===== config.mk =====
export PLATFORM = sky130hd
export DESIGN_NAME = frame_reader_top
export DESIGN_NICKNAME = d
export VERILOG_FILES = /design/src/source/frame_reader_pkg.sv /design/src/source/rd_channel_sched.sv /design/src/source/rd_addr_gen.sv /design/src/source/rd_beat_router.sv /design/src/source/frame_reader_top.sv
export SDC_FILE = /design/constraint.sdc
export NUM_CORES = 1
export LEC_CHECK = 0
export BUFFER_PORTS_ARGS = -buffer_cell sky130_fd_sc_hd__buf_2
export CORE_AREA = 2 2 220 222
export CTS_BUF_LIST = sky130_fd_sc_hd__clkbuf_16
export DETAILED_ROUTE_END_ITERATION = 8
export DIE_AREA = 0 0 222 224
export SETUP_SLACK_MARGIN = 0.4
export SYNTH_ARGS = -nofsm -noshare
export SYNTH_HDL_FRONTEND = slang
export SYNTH_HIERARCHICAL = 1
export SYNTH_SLANG_ARGS = --single-unit

===== constraint.sdc =====
create_clock -name clk -period 10.8 [get_ports clk]
set_input_delay 0 -clock clk [delete_from_list [all_inputs] [get_ports clk]]
set_output_delay 0 -clock clk [all_outputs]
set_load 0.01 [all_outputs]

===== src/source/frame_reader_pkg.sv =====
//**********************************************************
// frame reader shared definitions
// bus widths, DDR frame layout and common types used by the
// scheduler, address generator and beat router
//**********************************************************
`default_nettype none

package frame_reader_pkg;

    localparam int addr_w = 28;                 // DDR word address
    localparam int data_w = 256;                // one read beat
    localparam int num_ch = 4;                  // display channels
    localparam int ch_w = $clog2(num_ch);
    localparam int beat_w = 8;

    // each channel owns two banks, channels packed back to back
    localparam int frame_offset = 40960;        // bank 1 above bank 0
    localparam int ch_stride = 2 * frame_offset;

    typedef logic [addr_w-1:0] addr_t;
    typedef logic [data_w-1:0] data_t;
    typedef logic [ch_w-1:0]   ch_t;
    typedef logic [beat_w-1:0] beat_t;

    // request a burst, then drain its beats
    typedef enum logic {
        sched_req,
        sched_data
    } sched_state_t;

endpackage

`default_nettype wire


===== src/source/rd_channel_sched.sv =====
//**********************************************************
// read channel scheduler
// round-robin FSM over the display channels, one AXI read
// burst per channel per turn
//**********************************************************
`default_nettype none

module rd_channel_sched (
    input  wire                    clk,
    input  wire                    rst,
    input  wire                    arready,
    input  wire                    burst_done,
    output logic                   arvalid,
    output logic                   rready,
    output frame_reader_pkg::ch_t  cur_ch,
    output logic                   ar_fire
);
    import frame_reader_pkg::*;

    sched_state_t state;
    sched_state_t state_nxt;
    ch_t          ch_nxt;

    // handshake signals come straight from the state, no request in reset
    assign arvalid = rst && (state == sched_req);
    assign rready = (state == sched_data);
    assign ar_fire = arvalid && arready;   // address accepted this cycle

    always_comb begin
        state_nxt = state;
        ch_nxt = cur_ch;
        case (state)
            sched_req: begin
                if (ar_fire) begin
                    state_nxt = sched_data;
                end
            end
            sched_data: begin
                // hand over to the next channel once rlast is taken
                if (burst_done) begin
                    state_nxt = sched_req;
                    if (cur_ch == ch_t'(num_ch - 1)) begin
                        ch_nxt = '0;
                    end else begin
                        ch_nxt = ch_t'(cur_ch + 1'b1);
                    end
                end
            end
            default: begin
                state_nxt = sched_req;
            end
        endcase
    end

    always_ff @(posedge clk or negedge rst) begin
        if (!rst) begin
            state <= sched_req;
            cur_ch <= '0;    // channel 0 goes first
        end else begin
            state <= state_nxt;
            cur_ch <= ch_nxt;
        end
    end

endmodule

`default_nettype wire


===== src/source/rd_addr_gen.sv =====
//**********************************************************
// read address generator
// per-channel frame offset and ping-pong bank, forms the
// DDR word address for the current channel's burst
//**********************************************************
`default_nettype none

module rd_addr_gen #(
    parameter int burst_len   = 20,
    parameter int frame_words = 240
) (
    input  wire                          clk,
    input  wire                          rst,
    input  wire frame_reader_pkg::ch_t   cur_ch,
    input  wire                          ar_fire,
    output frame_reader_pkg::addr_t      araddr
);
    import frame_reader_pkg::*;

    addr_t offset_q [num_ch];   // word offset inside current frame
    logic  bank_q [num_ch];     // which of the two frame buffers
    addr_t offset_step;
    logic  frame_end;
    addr_t ch_base;
    addr_t bank_base;

    // offset after this burst, and whether the frame is used up
    assign offset_step = offset_q[cur_ch] + addr_t'(burst_len);
    assign frame_end = (offset_step >= addr_t'(frame_words));

    // channel base, bank base and offset for the selected channel
    always_comb begin
        ch_base = addr_t'(cur_ch) * addr_t'(ch_stride);
        if (bank_q[cur_ch]) begin
            bank_base = addr_t'(frame_offset);
        end else begin
            bank_base = '0;
        end
        araddr = ch_base + bank_base + offset_q[cur_ch];
    end

    // only the channel being served moves, and only on the AR handshake
    always_ff @(posedge clk or negedge rst) begin
        if (!rst) begin
            for (int i = 0; i < num_ch; i++) begin
                offset_q[i] <= '0;
                bank_q[i] <= 1'b0;
            end
        end else if (ar_fire) begin
            if (frame_end) begin
                offset_q[cur_ch] <= '0;             // back to frame start
                bank_q[cur_ch] <= ~bank_q[cur_ch];  // swap buffer
            end else begin
                offset_q[cur_ch] <= offset_step;
            end
        end
    end

endmodule

`default_nettype wire


===== src/source/rd_beat_router.sv =====
//**********************************************************
// read beat router
// takes R channel beats, counts them within the burst and
// registers them out tagged with channel and beat index
//**********************************************************
`default_nettype none

module rd_beat_router #(
    parameter int burst_len = 20
) (
    input  wire                          clk,
    input  wire                          rst,
    input  wire                          rvalid,
    input  wire                          rlast,
    input  wire frame_reader_pkg::data_t rdata,
    input  wire                          rready,
    input  wire frame_reader_pkg::ch_t   cur_ch,
    output logic                         burst_done,
    output logic                         pix_valid,
    output frame_reader_pkg::data_t      pix_data,
    output frame_reader_pkg::ch_t        pix_ch,
    output frame_reader_pkg::beat_t      pix_beat,
    output logic                         pix_last
);
    import frame_reader_pkg::*;

    logic  beat_take;
    beat_t beat_cnt;   // index of the next beat in this burst

    assign beat_take = rvalid && rready;
    assign burst_done = beat_take && rlast;

    // cleared by rlast, also held inside one burst length
    always_ff @(posedge clk or negedge rst) begin
        if (!rst) begin
            beat_cnt <= '0;
        end else if (beat_take) begin
            if (rlast || (beat_cnt == beat_t'(burst_len - 1))) begin
                beat_cnt <= '0;
            end else begin
                beat_cnt <= beat_cnt + 1'b1;
            end
        end
    end

    always_ff @(posedge clk or negedge rst) begin
        if (!rst) begin
            pix_valid <= 1'b0;
        end else begin
            pix_valid <= beat_take;   // one pulse per accepted beat
        end
    end

    always_ff @(posedge clk) begin
        if (beat_take) begin
            pix_data <= rdata;
            pix_ch <= cur_ch;
            pix_beat <= beat_cnt;
            pix_last <= rlast;
        end
    end

endmodule

`default_nettype wire


===== src/source/frame_reader_top.sv =====
//**********************************************************
// four-channel frame reader
// reads display frames out of DDR over the AXI read path
// and hands out channel-tagged pixel words
//**********************************************************
`default_nettype none

module frame_reader_top #(
    parameter int burst_len   = 20,
    parameter int frame_words = 240
) (
    input  wire                          clk,
    input  wire                          rst,
    // AR channel
    output logic                         arvalid,
    output frame_reader_pkg::addr_t      araddr,
    input  wire                          arready,
    // R channel
    input  wire                          rvalid,
    input  wire frame_reader_pkg::data_t rdata,
    input  wire                          rlast,
    output logic                         rready,
    // pixel words to the line buffers, no back-pressure
    output logic                         pix_valid,
    output frame_reader_pkg::data_t      pix_data,
    output frame_reader_pkg::ch_t        pix_ch,
    output frame_reader_pkg::beat_t      pix_beat,
    output logic                         pix_last
);
    import frame_reader_pkg::*;

    ch_t  cur_ch;       // channel being served
    logic ar_fire;
    logic burst_done;   // rlast beat taken

    rd_channel_sched u_sched (
        .clk        (clk),
        .rst        (rst),
        .arready    (arready),
        .burst_done (burst_done),
        .arvalid    (arvalid),
        .rready     (rready),
        .cur_ch     (cur_ch),
        .ar_fire    (ar_fire)
    );

    rd_addr_gen #(
        .burst_len   (burst_len),
        .frame_words (frame_words)
    ) u_addr (
        .clk     (clk),
        .rst     (rst),
        .cur_ch  (cur_ch),
        .ar_fire (ar_fire),
        .araddr  (araddr)
    );

    rd_beat_router #(
        .burst_len (burst_len)
    ) u_beat (
        .clk        (clk),
        .rst        (rst),
        .rvalid     (rvalid),
        .rlast      (rlast),
        .rdata      (rdata),
        .rready     (rready),
        .cur_ch     (cur_ch),
        .burst_done (burst_done),
        .pix_valid  (pix_valid),
        .pix_data   (pix_data),
        .pix_ch     (pix_ch),
        .pix_beat   (pix_beat),
        .pix_last   (pix_last)
    );

endmodule

`default_nettype wire


Word level (Yosys, flattened, before mapping)
Index checks and enable logic that the tools add are counted.
{"block": "totals", "regBits": 395, "elab_cells": 59}
{"block": "classes", "magnitude_cmp": 3, "multipliers": 1, "n_reduce_logical": 8, "bitwise": 5, "n_mux": 19, "n_addsub": 5, "eq_ne": 2}
{"cell": "112-bit bitwise AND", "count": 1}
{"cell": "112-bit bitwise mux", "count": 1}
{"cell": "112-bit 2-to-1 mux", "count": 1}
{"cell": "112-bit NOT", "count": 1}
{"cell": "28-bit 2-to-1 mux", "count": 3}
{"cell": "28-bit binary-select mux with 2-bit select", "count": 1}
{"cell": "28-bit demux with 2-bit select", "count": 1}
{"cell": "28-bit adder", "count": 1}
{"cell": "28-bit by 5-bit adder with 28-bit output (second input constant)", "count": 1}
{"cell": "28-bit by 8-bit >= comparator with 1-bit output (second input constant)", "count": 1}
{"cell": "19-bit by 16-bit adder with 20-bit output", "count": 1}
{"cell": "16-bit 2-to-1 mux", "count": 1}
{"cell": "8-bit by 1-bit adder with 8-bit output (second input constant)", "count": 1}
{"cell": "8-bit by 5-bit == test with 1-bit output (second input constant)", "count": 1}
{"cell": "8-bit 2-to-1 mux", "count": 1}
{"cell": "1-bit logical AND", "count": 5}
{"cell": "2-bit by 3-bit multiplier with 5-bit output (second input constant)", "count": 1}
{"cell": "1-bit 2-to-1 mux", "count": 5}
{"cell": "4-bit bitwise mux", "count": 1}
{"cell": "2-bit AND reduction", "count": 2}
{"cell": "3-bit >= comparator (second input constant)", "count": 1}
{"cell": "3-bit by 1-bit less-than comparator with 1-bit output (second input constant)", "count": 1}
{"cell": "2-bit NOT with 3-bit output", "count": 1}
{"cell": "2-bit by 1-bit adder with 2-bit output (second input constant)", "count": 1}
{"cell": "other kinds (7)", "count": 8}

Longest topological paths before layout
{"block": "depth", "word_depth": 8, "ltp_mapped": 18, "mapped_depth_nobuf": 15}

Cells and area by module
Netlist, hierarchy kept.
{"module": "rd_beat_router", "cells_per_inst": 320, "area_each_um2": 8534.4, "instances": 1}
{"module": "rd_addr_gen", "cells_per_inst": 461, "area_each_um2": 5868.1, "instances": 1}
{"module": "rd_channel_sched", "cells_per_inst": 12, "area_each_um2": 146.4, "instances": 1}

Worst setup path after synthesis
Ideal clock, no wire load.
{"block": "synth_timing", "path_type": "reg2reg", "start": "register u_sched.state (netlist: u_sched/rready)", "end": "register u_beat.beat_cnt[3]", "t_arrival_ns": 6.348, "n_path_buf": 0, "synth_period_minus_slack_ns": 6.776, "path_stages_with_launch": 4, "required_time_ns": 10.373, "path_slack_ns": 4.024, "path_cell_list": "dfrtp_1 -> nand2_1 -> inv_1 -> a22oi_1"}
{"block": "synth_via", "elab_chain_len": 1}
{"element": "from (decl)", "line_no": "rd_channel_sched.sv:20", "rtl": "sched_state_t state;"}
{"element": "from (signal assigned)", "line_no": "rd_channel_sched.sv:57", "rtl": "state <= sched_req;"}
{"element": "from (signal assigned)", "line_no": "rd_channel_sched.sv:60", "rtl": "state <= state_nxt;"}
{"element": "1-bit logical AND", "line_no": "rd_beat_router.sv:30", "rtl": "assign beat_take = rvalid && rready;"}
{"element": "via u_beat.beat_take", "line_no": "rd_beat_router.sv:27", "rtl": "logic beat_take;"}
{"element": "to (signal assigned)", "line_no": "rd_beat_router.sv:41", "rtl": "beat_cnt <= beat_cnt + 1'b1;"}
{"element": "to (decl)", "line_no": "rd_beat_router.sv:28", "rtl": "beat_t beat_cnt;"}
The timed path passes the listed nets, and every way through them passes these cells.
A chain may end at the register's enable or synchronous reset.

Final worst setup path
{"block": "layout_timing", "start": "register u_sched.cur_ch[0]", "end": "output port araddr[26]"}
{"block": "layout_via", "elab_chain_len": 7, "word_cells_on_any_way": 11}
{"element": "from (decl)", "line_no": "rd_channel_sched.sv:15", "rtl": "output frame_reader_pkg::ch_t cur_ch,"}
{"element": "from (signal assigned)", "line_no": "rd_channel_sched.sv:61", "rtl": "cur_ch <= ch_nxt;"}
{"element": "branches (longest 6 deep; another with 19-bit by 16-bit adder with 20-bit output)"}
{"element": "28-bit adder (*)", "line_no": "rd_addr_gen.sv:39", "rtl": "araddr = ch_base + bank_base + offset_q[cur_ch];"}
{"element": "to (decl)", "line_no": "frame_reader_top.sv:16", "rtl": "output frame_reader_pkg::addr_t araddr,"}
Mark *: on every way between the ends. The select of a mux whose other input is x is not followed.

==> metrics <==
outcome finished clean; Hold Crit Depth 2; Critical Path Source Type register; WL per Instance 25.7 microns; RSZ-0062 raised after global routing false; Worst Setup End Kind output port; average size of a mapped cell 18.3 sq um; clock slew at reported path FFs 0.06 ns; row count 80; global placer's final weighted congestion 0.901; first-pass GRT wire length 81.4 mm; Primary FF master, synth edfxtp_1; CP Data Arrival Time 5.00 ns; clk_lat worst skew 0.57 ns; Mapped Area 14,500 sq um; CTS tree done; Root Buffer clkbuf_16; I/O pin count 559; post-CTS setup buffer count 0; vias in the first global route 10,900; gr usage total 0.235; drt initial violations 776; Seq/Total Area, Yosys 0.771; Slew Limit Fails 0; CTS buffer count 44; Synth top area share 0.551; Setup Skew 0.0172 ns; minimum clock period 5.00 ns; Max-cap violations 0; Die ar. 49,700 sq um; post-CTS resize count 0; Congestion Overflow GR 0; Mapped Cells 793; FMAX 0.200 GHz; flip-flop and latch area 11,200 sq um; synth warn 6; Max-slew headroom 0.280; ys async rst share 0.324; Final nets 1,919; Die Span Y 224 microns; Setup TNS Final 0 ns; DP HPWL 46.7 mm; vias per cell 4.64; htree depth 2; DRC violations left 0; P_leak 9.64 nW; Pre-Repair DR Iteration Count 5; post-route insts no fill 2,301; Post-synth top cells edfxtp_1 (267), dfrtp_1 (128), and2_1 (82); synth top area cells edfxtp_1 (55%), dfrtp_1 (22%), and2_1 (3.5%); cts hold-fix bufs 261; Worst-Margin Slew 1.08 ns; layout cells sized above 1 0.411; Post-synth EDFFs 267; CTS max path bufs 3; synth-to-layout area growth 51.2%; Final ANT Viol Nets 0; placed insts 1,950; Sinks on Clock Net 395; Yosys reg bits 395; Req. time, crit path 10.80 ns; Final Core Density 0.465; CP Max Fanout 23; placeable core area 47,300 sq um; Worst Hold Class in -> reg; initial cell density of the core 0.307; count leader, synth edfxtp_1; Max VDD drop 0.103 mV; DR vias 10,700; multi-input logic area 3060 sq um; Mapped Nets 1,070; Final Cycle Share 0.463; largest net degree at the start of global routing 118; CP Class reg -> out; # port buffers 558; Die W 222 microns; PD cells 193 nW/um^2; # setup viols final 0; R2R depth 11; post-synth top area cell edfxtp_1; initial antenna violation count 27; final WL 59.2 mm; fillers 4,267; final hold violations 0; count of cell types in the netlist 78
-- where the power goes --
part,switching (mW),internal (mW)
Clock,0.600,0.871
Sequential,0.113,1.81
Combinational,0.507,0.344
-- cell families (layout without fill, tap and decap cells) --
kind of cell	after synthesis	in the layout	synth area share
and+or+nand+nor	208	208	0.0842
muxes	42	42	0.0558
other	0	11	0
AOI/OAI and AO/OA	77	77	0.0413
adders and majority gates	16	16	0.0148
buffers and inverters	33	915	0.0189
xor gates and xnor gates	22	22	0.0138
DFF	395	395	0.771
-- sequential cells by signal, indices dropped and copies added (netlist names) --
register	flops
u_beat/pix_data	256
u_addr/offset_q	112
u_beat/beat_cnt	8
u_beat/pix_beat	8
u_addr/bank_q	4
u_beat/pix_ch	2
u_sched/cur_ch	2
u_beat/pix_last	1
u_beat/pix_valid	1
u_sched/rready	1
-- through the flow --
step                area [sq um]  power (mW)  hold slack (ns)  setup WS [ns]
floorplan                  14500        2.42           -0.296           4.02
global placement           17900        2.71          -0.0930           6.42
detailed placement         17900        2.73          -0.0848           6.34
CTS                        22000        4.30            0.104           5.78
global route               22000        4.43            0.129           5.51
finish                     22000        4.25            0.145           5.80
-- worst max-delay path, cell delays in order (launching register included) --
cell     delay, ns
dfrtp_2       0.81
buf_4         0.45
mux4_1        0.69
ha_1          0.32
ha_1          0.23
fa_1          0.41
a21oi_1       0.17
nor2_1        0.06
nor2_1        0.15
inv_1         0.06
a21oi_1       0.48
nor3_1        0.19
nand3_1       0.14
xnor2_1       0.12
buf_2         0.15
-- area by class of cell --
| cell class | count | area share |
|---|---|---|
| timing repair buffer | 828 | 0.249 |
| sequential | 395 | 0.510 |
| multi-input combinational | 365 | 0.139 |
| clock inverter | 34 | 0.0126 |
| inverter | 8 | 0.00171 |
| antenna | 11 | 0.00125 |
| clock buffer | 45 | 0.0512 |
| tap | 615 | 0.0350 |
-- worst paths after layout --
kind                       slack (ns)                             from                         endpoint
max                              5.80    u_sched/cur_ch[0]$_DFFE_PN0P_                       araddr[26]
min                              0.15                       rdata[238]   u_beat/pix_data[238]$_DFFE_PP_
max reg2reg                      6.38    u_sched/cur_ch[0]$_DFFE_PN0P_   u_addr/offset_q[7]$_DFFE_PN0P_
min reg2reg                      0.47  u_addr/offset_q[65]$_DFFE_PN0P_  u_addr/offset_q[65]$_DFFE_PN0P_
max in group asynchronous        9.47                              rst  u_addr/offset_q[72]$_DFFE_PN0P_
min in group asynchronous        0.22                              rst  u_addr/offset_q[15]$_DFFE_PN0P_
-- metal layers --
metal / part of all wire / track usage / vias up / wire (microns)
li1: - / - / 4711 / -
met2: 0.47 / 0.374 / 454 / 28000
met1: 0.42 / 0.310 / 5422 / 25000
met4: 0.015 / 0.0486 / 14 / 916
met3: 0.087 / 0.0830 / 80 / 5160
met5: 0.0015 / 0 / - / 90
-- placed cells by master (no fill, tap or decap), drive strengths merged, types with 14 or more instances in the layout --
master and count:
ha 14, o31ai 22, edfxtp 267, clkinv 18, nand2 52, buf 567, inv 18, nor2 17
clkbuf 45, o21ai 17, and2 82, dlygate4sd3 261, nand3 14, dfrtp 128, mux4 28
Note: power is estimated with default switching activity, not from simulation.
